===== src/verilog/muldiv_pkg.sv =====
// Shared widths, vector types and enums for the bit-serial multiplier/divider and its testbench
`default_nettype none

package muldiv_pkg;

   // Datapath width, one operand or one result half
   localparam int ALU_WIDTH  = 8;

   // One iteration per operand bit
   localparam int STEP_COUNT = ALU_WIDTH;

   // Operand, result half, Q or M contents
   typedef logic [ALU_WIDTH-1:0] word_t;

   // Sum with carry, or partial remainder with its extra top bit
   typedef logic [ALU_WIDTH:0] wide_t;

   // Step counter, holds 0 up to STEP_COUNT
   typedef logic [$clog2(STEP_COUNT):0] count_t;

   // Operation select, latched at start
   typedef enum logic {
      OP_MUL = 1'b0,  // Unsigned shift-and-add multiply
      OP_DIV = 1'b1   // Unsigned restoring divide
   } op_t;

   // Controller states
   typedef enum logic [1:0] {
      ST_IDLE = 2'd0,  // Waiting for start
      ST_RUN  = 2'd1,  // Iterating, one bit per clock
      ST_DONE = 2'd2   // Result valid, done pulse
   } state_t;

endpackage

`default_nettype wire


===== src/verilog/muldiv_ctrl.sv =====
// Sequencer for the multiplier/divider; accepts start, runs the bit steps and pulses done
`default_nettype none

module muldiv_ctrl
   import muldiv_pkg::*;
(
   input  logic clk,
   input  logic rst,
   input  logic start,  // Sampled only while idle
   input  op_t  op,
   output logic load,   // Datapath captures operands
   output logic step,   // Datapath does one iteration
   output op_t  op_q,   // Operation of the running job
   output logic busy,
   output logic done
);

   state_t state;
   count_t cnt;        // Steps taken so far
   logic   last;       // All steps taken, settle cycle

   assign last = (cnt == count_t'(STEP_COUNT));

   // Start is only seen in idle, so a start while busy is dropped
   assign load = (state == ST_IDLE) && start;
   assign step = (state == ST_RUN) && !last;  // Final RUN cycle has no step
   assign busy = (state == ST_RUN) || (state == ST_DONE);
   assign done = (state == ST_DONE);

   always_ff @(posedge clk) begin
      if (rst) begin
         state <= ST_IDLE;
         cnt   <= '0;
         op_q  <= OP_MUL;
      end else begin
         case (state)
            ST_IDLE: begin
               if (start) begin
                  state <= ST_RUN;
                  cnt   <= '0;
                  op_q  <= op;  // Held for the whole job
               end
            end
            ST_RUN: begin
               if (last)
                  state <= ST_DONE;
               else
                  cnt <= cnt + count_t'(1);  // One per step edge
            end
            ST_DONE: state <= ST_IDLE;  // Single cycle of done
            default: state <= ST_IDLE;
         endcase
      end
   end

   // Loading and stepping never overlap
   a_load_step_excl: assert property (@(posedge clk) disable iff (rst)
      !(load && step));

   // A loaded job takes exactly STEP_COUNT steps, one quiet cycle, then done
   a_job_sequence: assert property (@(posedge clk) disable iff (rst)
      load |=> step [*STEP_COUNT] ##1 (busy && !step) ##1 done);

   // Done is a one-cycle pulse
   a_done_pulse: assert property (@(posedge clk) disable iff (rst)
      done |=> !done);

endmodule

`default_nettype wire


===== src/verilog/muldiv_alu.sv =====
// Operand register with adder/trial subtractor; gives each step its new value and accept bit
`default_nettype none

module muldiv_alu
   import muldiv_pkg::*;
(
   input  logic  clk,
   input  logic  rst,
   input  logic  load,
   input  word_t operand,  // Multiplicand or divisor
   input  op_t   op,
   input  wide_t partial,  // Current Q view from the accumulator
   input  logic  m_lsb,    // Multiplier bit for this step
   output wide_t sum,      // Sum with carry or trial difference
   output logic  accept    // Step takes sum
);

   word_t operand_q;  // Latched like rDee
   wide_t operand_w;  // Zero-extended to partial width
   logic  no_borrow;

   always_ff @(posedge clk) begin
      if (rst)
         operand_q <= '0;
      else if (load)
         operand_q <= operand;  // Stable for the whole job
   end

   assign operand_w = {1'b0, operand_q};

   // Carry lands in the top bit for multiply
   // Partial top is zero there, so no overflow
   always_comb begin
      if (op == OP_MUL)
         sum = partial + operand_w;
      else
         sum = partial - operand_w;  // Wraps on borrow, then unused
   end

   // Restoring rule, subtract succeeds when partial is not below divisor
   assign no_borrow = (partial >= operand_w);

   // Multiplier bit selects the add, quotient bit is the borrow test
   assign accept = (op == OP_MUL) ? m_lsb : no_borrow;

endmodule

`default_nettype wire


===== src/verilog/muldiv_acc.sv =====
// Upper-half Q register; holds product high byte or the partial remainder during iteration
`default_nettype none

module muldiv_acc
   import muldiv_pkg::*;
(
   input  logic  clk,
   input  logic  rst,
   input  logic  load,
   input  logic  step,
   input  op_t   op,
   input  logic  m_msb,      // Dividend bit moving up from M
   input  wide_t sum,
   input  logic  accept,
   output wide_t partial,    // Q as seen by the ALU
   output logic  shift_out,  // Low bit leaving Q on multiply
   output word_t q
);

   wide_t mul_next;  // Value before the right shift
   wide_t div_next;  // New remainder, top bit always clear

   // Multiply adds to Q, divide shifts Q left first
   assign partial = (op == OP_MUL) ? {1'b0, q} : {q, m_msb};

   // Keep Q when the multiplier bit is zero
   assign mul_next = accept ? sum : {1'b0, q};

   // Restore on borrow by taking the shifted partial back
   assign div_next = accept ? sum : partial;

   assign shift_out = mul_next[0];  // Enters M at the top

   always_ff @(posedge clk) begin
      if (rst) begin
         q <= '0;
      end else if (load) begin
         q <= '0;  // Fresh accumulator for each job
      end else if (step) begin
         if (op == OP_MUL)
            q <= mul_next[ALU_WIDTH:1];  // Carry comes in at the top
         else
            q <= div_next[ALU_WIDTH-1:0];
      end
   end

   // Remainder stays below the divisor, so nothing is lost off the top
   a_div_top_clear: assert property (@(posedge clk) disable iff (rst)
      (step && op == OP_DIV) |-> !div_next[ALU_WIDTH]);

endmodule

`default_nettype wire


===== src/verilog/muldiv_mreg.sv =====
// Lower-half M shift register; multiplier shifts out right, quotient shifts in left
`default_nettype none

module muldiv_mreg
   import muldiv_pkg::*;
(
   input  logic  clk,
   input  logic  rst,
   input  logic  load,
   input  logic  step,
   input  op_t   op,
   input  word_t data,      // Multiplier or dividend
   input  logic  shift_in,  // Product bit from Q
   input  logic  accept,    // Quotient bit
   output word_t m,
   output logic  m_lsb,
   output logic  m_msb
);

   always_ff @(posedge clk) begin
      if (rst) begin
         m <= '0;
      end else if (load) begin
         m <= data;
      end else if (step) begin
         if (op == OP_MUL)
            m <= {shift_in, m[ALU_WIDTH-1:1]};  // Right, product low byte fills in
         else
            m <= {m[ALU_WIDTH-2:0], accept};    // Left, dividend leaves at top
      end
   end

   assign m_lsb = m[0];            // Next multiplier bit
   assign m_msb = m[ALU_WIDTH-1];  // Next dividend bit

endmodule

`default_nettype wire


===== src/verilog/muldiv_top.sv =====
// Top level of the iterative multiplier/divider; start/busy/done interface around Q and M
`default_nettype none

module muldiv_top
   import muldiv_pkg::*;
(
   input  logic  clk,
   input  logic  rst,
   input  logic  start,
   input  op_t   op,
   input  word_t operand_a,  // Multiplier or dividend
   input  word_t operand_b,  // Multiplicand or divisor
   output logic  busy,
   output logic  done,
   output word_t result_hi,  // Product high byte or remainder
   output word_t result_lo   // Product low byte or quotient
);

   logic  load;
   logic  step;
   op_t   op_q;
   wide_t partial;
   wide_t sum;
   logic  accept;
   logic  shift_out;
   logic  m_lsb;
   logic  m_msb;

   muldiv_ctrl u_ctrl (
      .clk   (clk),
      .rst   (rst),
      .start (start),
      .op    (op),
      .load  (load),
      .step  (step),
      .op_q  (op_q),
      .busy  (busy),
      .done  (done)
   );

   muldiv_alu u_alu (
      .clk     (clk),
      .rst     (rst),
      .load    (load),
      .operand (operand_b),
      .op      (op_q),
      .partial (partial),
      .m_lsb   (m_lsb),
      .sum     (sum),
      .accept  (accept)
   );

   // Q register drives the high result
   muldiv_acc u_acc (
      .clk       (clk),
      .rst       (rst),
      .load      (load),
      .step      (step),
      .op        (op_q),
      .m_msb     (m_msb),
      .sum       (sum),
      .accept    (accept),
      .partial   (partial),
      .shift_out (shift_out),
      .q         (result_hi)
   );

   // M register drives the low result
   muldiv_mreg u_mreg (
      .clk      (clk),
      .rst      (rst),
      .load     (load),
      .step     (step),
      .op       (op_q),
      .data     (operand_a),
      .shift_in (shift_out),
      .accept   (accept),
      .m        (result_lo),
      .m_lsb    (m_lsb),
      .m_msb    (m_msb)
   );

endmodule

`default_nettype wire


===== config.mk =====
export PLATFORM = sky130hd
export DESIGN_NAME = muldiv_top
export DESIGN_NICKNAME = d
export VERILOG_FILES = /design/src/verilog/muldiv_pkg.sv /design/src/verilog/muldiv_ctrl.sv /design/src/verilog/muldiv_alu.sv /design/src/verilog/muldiv_acc.sv /design/src/verilog/muldiv_mreg.sv /design/src/verilog/muldiv_top.sv
export SDC_FILE = /design/constraint.sdc
export NUM_CORES = 1
export LEC_CHECK = 0
export BUFFER_PORTS_ARGS = -buffer_cell sky130_fd_sc_hd__buf_2
export CAP_MARGIN = 30
export CELL_PAD_IN_SITES_DETAIL_PLACEMENT = 0
export CELL_PAD_IN_SITES_GLOBAL_PLACEMENT = 1
export CORE_AREA = 10 10 89 91
export DETAILED_ROUTE_END_ITERATION = 12
export DIE_AREA = 0 0 99 101
export PLACE_DENSITY = 0.79
export SYNTH_ARGS = -nofsm -noshare
export SYNTH_HDL_FRONTEND = slang
export SYNTH_HIERARCHICAL = 1
export SYNTH_SLANG_ARGS = --single-unit

===== constraint.sdc =====
create_clock -name clk -period 3.74 [get_ports clk]
set_clock_uncertainty 0.05 [all_clocks]
set_input_delay 0.374 -clock clk [delete_from_list [all_inputs] [get_ports clk]]
set_output_delay 0.374 -clock clk [all_outputs]
set_load 0.1 [all_outputs]

# After elaboration in Yosys (flattened, before gate mapping)
# Index checks and enable logic that the tools add are counted.
[totals]
ff_bits = 31
input_bits = 20
output_inout_bits = 18
wordCells = 42
[classes]
add_sub_neg = 3
n_lt_le_gt_ge = 1
eq_ne = 6
muxes = 15
n_reduce_logical = 11
[ops]
columns = ["op", "n"]
rows = [
  ["8-bit two-way mux", 5],
  ["9-bit two-way mux", 3],
  ["9-bit by 8-bit adder with 9-bit output", 1],
  ["9-bit by 8-bit >= comparator with 1-bit output", 1],
  ["9-bit by 8-bit subtractor with 9-bit output", 1],
  ["4-bit two-way mux", 2],
  ["4-bit one-hot mux with 2 select lines", 1],
  ["4-bit by 1-bit adder with 4-bit output, second input constant", 1],
  ["4-bit == test, second input constant", 1],
  ["2-bit two-way mux", 2],
  ["2-bit != test, second input constant", 2],
  ["2-bit one-hot mux with 2 select lines", 1],
  ["2-bit AND reduction", 2],
  ["2-bit nonzero test", 2],
  ["3-bit AND reduction", 1],
  ["2-bit by 1-bit == test with 1-bit output, second input constant", 1],
  ["2-bit == test, second input constant", 1],
  ["1-bit logical AND", 2],
  ["2-bit logical NOT", 1],
  ["2-bit by 1-bit != test with 1-bit output, second input constant", 1],
  ["2-bit OR reduction", 1],
  ["1-bit logical NOT", 1],
  ["1-bit logical OR", 1],
  ["1-bit two-way mux", 1],
]

# Longest topological paths before layout
[depth]
word_depth = 7
ltp_mapped = 15
depth_no_buf = 12

# By module
# The synthesis kept the hierarchy.
[by_module_without_submodules]
columns = ["module", "instances", "cells_per_inst", "area_each_um2", "seq_area_each_um2"]
rows = [
  ["muldiv_alu", 1, 131, 1039.7, 160.2],
  ["muldiv_acc", 1, 59, 624.3, 160.2],
  ["muldiv_ctrl", 1, 53, 496.7, 140.1],
  ["muldiv_mreg", 1, 47, 496.7, 160.2],
]

# Worst setup path after synthesis
# No wires, ideal clock.
[synth_path]
path_kind = "register to register"
start = "reg u_acc.q[6]"
end = "reg u_mreg.m[7]"
setup_ns = 0.135
arrival_ns = 3.210
t_required_ns = 3.555
slack_ns = 0.345
path_stages_with_launch = 13
path_buffers = 2
synth_period_minus_slack_ns = 3.395
cell_sequence = "dfxtp_1 > mux2_2 > ha_1 > a21oi_1 > nor2_1 > or4_1 > o21ai_0 > o41ai_1 > buf_6 > buf_6 > mux2_2 > mux2i_1 > o221ai_1"
[synth_between]
elab_chain_cells = 7
[synth_rtl]
columns = ["element", "line", "rtl"]
rows = [
  ["start, declared", "muldiv_acc.sv:17", "output word_t q"],
  ["start signal, assigned", "muldiv_acc.sv:41", "q <= mul_next[ALU_WIDTH:1];"],
  ["start signal, assigned", "muldiv_acc.sv:43", "q <= div_next[ALU_WIDTH-1:0];"],
  ["9-bit two-way mux", "muldiv_acc.sv:24", "assign partial = (op == OP_MUL) ? {1'b0, q} : {q, m_msb};"],
  ["net partial[6]", "muldiv_top.sv:22", "wide_t partial;"],
  ["9-bit by 8-bit >= comparator with 1-bit output", "muldiv_alu.sv:41", "assign no_borrow = (partial >= operand_w);"],
  ["1-bit two-way mux", "muldiv_alu.sv:44", "assign accept = (op == OP_MUL) ? m_lsb : no_borrow;"],
  ["net accept", "muldiv_top.sv:24", "logic accept;"],
  ["9-bit two-way mux", "muldiv_acc.sv:27", "assign mul_next = accept ? sum : {1'b0, q};"],
  ["net shift_out", "muldiv_top.sv:25", "logic shift_out;"],
  ["8-bit two-way mux", "muldiv_mreg.sv:26", "if (op == OP_MUL)"],
  ["8-bit two-way mux", "muldiv_mreg.sv:25", "end else if (step) begin"],
  ["8-bit two-way mux", "muldiv_mreg.sv:23", "end else if (load) begin"],
  ["end signal, assigned", "muldiv_mreg.sv:24", "m <= data;"],
  ["end signal, assigned", "muldiv_mreg.sv:27", "m <= {shift_in, m[ALU_WIDTH-1:1]};"],
  ["end signal, assigned", "muldiv_mreg.sv:29", "m <= {m[ALU_WIDTH-2:0], accept};"],
  ["end, declared", "muldiv_mreg.sv:15", "output word_t m,"],
]
# The timed path passes the listed nets, and every way through them passes these cells. The select of a mux whose other input is x is not followed.
# A chain may end at the register's enable or synchronous reset.

# Final worst setup path
[layout_path]
start = "reg u_ctrl.op_q"
end = "reg u_acc.q[4]"
[layout_between]
elab_chain_cells = 5
word_cells_on_any_way = 9
classes_between = "add/sub: 2; order compare: 1; mux: 6"
[layout_rtl]
columns = ["element", "line", "rtl"]
rows = [
  ["start, declared", "muldiv_ctrl.sv:13", "output op_t op_q,"],
  ["start signal, assigned", "muldiv_ctrl.sv:41", "op_q <= op;"],
  ["9-bit two-way mux (*)", "muldiv_acc.sv:24", ""],
  ["net partial[4]", "muldiv_top.sv:22", ""],
  ["9-bit by 8-bit >= comparator with 1-bit output (*)", "muldiv_alu.sv:41", ""],
  ["1-bit two-way mux (*)", "muldiv_alu.sv:44", ""],
  ["net accept", "muldiv_top.sv:24", ""],
  ["9-bit two-way mux / 8-bit two-way mux (equally long branches)", "muldiv_acc.sv:27, muldiv_acc.sv:30", ""],
  ["8-bit two-way mux (*)", "muldiv_acc.sv:40", "if (op == OP_MUL)"],
]
# The timed path passes the listed nets; every way through them passes the cells marked *.

==> results_dict.tcl <==
set metrics [dict create \
    holdPathStages 3 \
    cap_violations 0 \
    drive_gt1_share_pct 25.9 \
    io_pins 38 \
    rr_worst_depth 11 \
    track_usage_pct 11.8 \
    synth_ff_type "dfxtp_1" \
    grt_max_degree 38 \
    regToRegStartpoint "u_ctrl/op_q" \
    viasPerCell 5.57 \
    routed_wl_mm 5.87 \
    p_sw_share_pct 47.7 \
    seq_power_share_pct 24.4 \
    cts_setup_buffers 0 \
    path_class "reg2reg" \
    synth-edff-count 0 \
    reg2reg_slack_ns 0.28 \
    synth_top_area_share_pct 23.4 \
    fin_setup_tns_ns 0 \
    worstSetupEndpoint "u_acc/q[4]" \
    grt-ovfl-total 0 \
    drt_first_pass_iters 5 \
    yosysMostFrequentCell "dfxtp_1" \
    numCtsBuffers 5 \
    max_freq_mhz 289 \
    dr.first_iter.drc_count 182 \
    gp_congestion 0.911 \
    synth_fp_nets 335 \
    clock_latency_ns 0.28 \
    nNetsFinal 364 \
    cp_slowest_cell "dfxtp_2" \
    grt_first_pass_wirelength_mm 10.0 \
    syn_avg_cell_area_sq_um 9.16 \
    end_kind "flop" \
    status "finished, final reports clean" \
    tritoncts "yes" \
    cp-start-kind "flop" \
    dpl.cell_count 389 \
    yosysTopAreaCell "dfxtp_1" \
    finalCritPeriodShare_pct 92.6 \
    path_clk_slew_ns 0.07 \
    grt_setup_unrepaired "false" \
    finalPower_mw 1.92 \
    diodes 0 \
    crit_required_ns 3.86 \
    final_util_pct 48.0 \
    ys_seq_area_share_pct 23.4 \
    die_h_um 101 \
    arrival_ns 3.58 \
    dp_slack_ns 0.320 \
    yosys-top-cells-area "dfxtp_1 23%, ha_1 11%, mux2i_1 9.8%, mux2_2 4.7%, mux4_2 4.2%" \
    synth_cell_types 55 \
    syn-cell-area_sq_mm 0.00266 \
    internal-power_mw 1.00 \
    crit_fanout 27 \
    setup_viol 0 \
    wl_per_cell_um 14.8 \
    worst_pin_slew_ns 0.787 \
    io_buffers 37 \
    ir_drop_v 0.000635 \
    switching_power_uw 917 \
    vias 2212 \
    ys_seq_elements 31 \
    p_comb_share_pct 55.0 \
    min_period_ns 3.46 \
    power.share.clock_pct 20.7 \
    netlist_instances 290 \
    core_area_sq_mm 0.00620 \
    hold_ws_ns 0.276 \
    dieArea_sq_mm 0.0100 \
    ys_top_cells_by_count "31 x dfxtp_1, 26 x mux2i_1, 23 x ha_1" \
    min_path_type "in2reg" \
    antenna_found_initial 0 \
    setup_slack_ns 0.276 \
    powerDensity_mw_per_mm2 645 \
    finalHoldViolations 0 \
    async_flop_share_pct 0 \
    cts_hold_buf 0 \
    syn_to_final_growth_pct 12.1 \
    ctsRootBufferMaster "clkbuf_8" \
    slew_headroom_pct 47.6 \
    cp-startpoint "u_ctrl/op_q" \
    grt_pass1_vias 2131 \
    placed_area_sq_mm 0.00285 \
    layoutNonFillerInstCount 397 \
    initial_core_util_pct 42.8 \
    crit_chain "mux2_2 -> ha_1 -> nand4_1 -> nor3_1 -> or4_1 -> o21ai_0 -> o41ai_2 -> buf_4 -> mux4_2 -> mux2i_1 -> nor2_1" \
    critPathMaxStageDelay_ns 0.69 \
    htreeDepth 2 \
    die_w_um 99 \
    num_rows 29 \
    final_cell_area_sq_mm 0.00298 \
    cts_resized 0 \
    slew_violations 0 \
    detail-route-antenna-nets 0 \
    reg2reg_to "u_acc/q[4]" \
    drc 0 \
    synth-warning-count 6 \
    leakagePower_nw 1.25 \
    numClockSinks 31 \
    cts_buffer_depth 2 \
    hpwl_mm 4.44 \
]
## state kept, by name (all words and copies together), names as in the netlist
name and count:
u_ctrl/state 2, u_acc/q 8, u_mreg/m 8, u_ctrl/cnt 4
u_alu/operand_q 8, u_ctrl/op_q 1
## power by group through the flow
| stage | registers [mW] | clock network, mW | logic, mW |
|---|---|---|---|
| final | 0.468 | 0.397 | 1.06 |
| after global routing | 0.483 | 0.422 | 1.14 |
| after CTS | 0.470 | 0.408 | 1.06 |
| after detailed placement | 0.477 | 0 | 1.06 |
| after global placement | 0.475 | 0 | 1.04 |
| after floorplan | 0.636 | 0 | 0.751 |
## area by class of cell
type | count | area (sq um)
tap | 77 | 96.3
timing repair buffer | 41 | 223
fill | 592 | 3230
sequential | 31 | 622
clock inverter | 2 | 60.1
multi-input combinational | 218 | 1820
inverter | 22 | 82.6
clock buffer | 6 | 72.6
## worst max-delay path: cells and delay by family (launching register included)
| kind | cells | cell delay (ns) |
|---|---|---|
| simple gates | 4 | 0.60 |
| mux | 3 | 1.10 |
| fa+ha+maj | 1 | 0.47 |
| buf+inv | 1 | 0.27 |
| compound gates | 2 | 0.17 |
| flops | 1 | 0.69 |
## cells in the final DEF (no fill, tap or decap), types with 4 or more instances in the layout
master and count:
or4b_1 4, nand4_1 5, dfxtp_1 30, nor2b_1 6
nand2_1 19, nand3_1 4, o221ai_1 6, o21ai_1 4
nand2b_1 9, buf_2 37, inv_1 22, mux4_2 5
clkbuf_8 5, o21ai_0 10, nor3_1 4, nor2_1 18
a21oi_1 13, mux2i_1 26, ha_1 23, mux2_2 11
or4b_2 4
## worst min-delay path by stage
stage | from | end | slack, ns
finish | operand_b[7] | u_alu/operand_q[7] | 0.28
global placement | u_ctrl/state[1] | u_ctrl/state[1] | 0.44
floorplan | u_ctrl/state[1] | u_ctrl/state[1] | 0.42
global route | operand_b[1] | u_alu/operand_q[1] | 0.29
CTS | operand_b[1] | u_alu/operand_q[1] | 0.27
detailed placement | u_ctrl/state[1] | u_ctrl/state[1] | 0.46
## routing by layer
metal  track usage (%)  vias up  share of wire [%]
met4              3.31        0               0.97
met2              19.0       39                 47
met3              3.57        5                5.4
met1              14.9     1059                 47
li1                  -     1109                  -
met5                 0        -                  0
## cells by family (layout without fill, tap and decap cells)
group,Yosys count,in the layout,synth area share (%)
AOI/OAI and AO/OA,56,56,16.3
and+or+nand+nor,88,88,18.5
xor gates and xnor gates,6,6,1.98
muxes,43,43,19.2
adders and majority gates,25,25,12.3
DFF,31,31,23.4
buffers and inverters,41,71,8.33
Note: power is estimated with default switching activity, not from simulation.
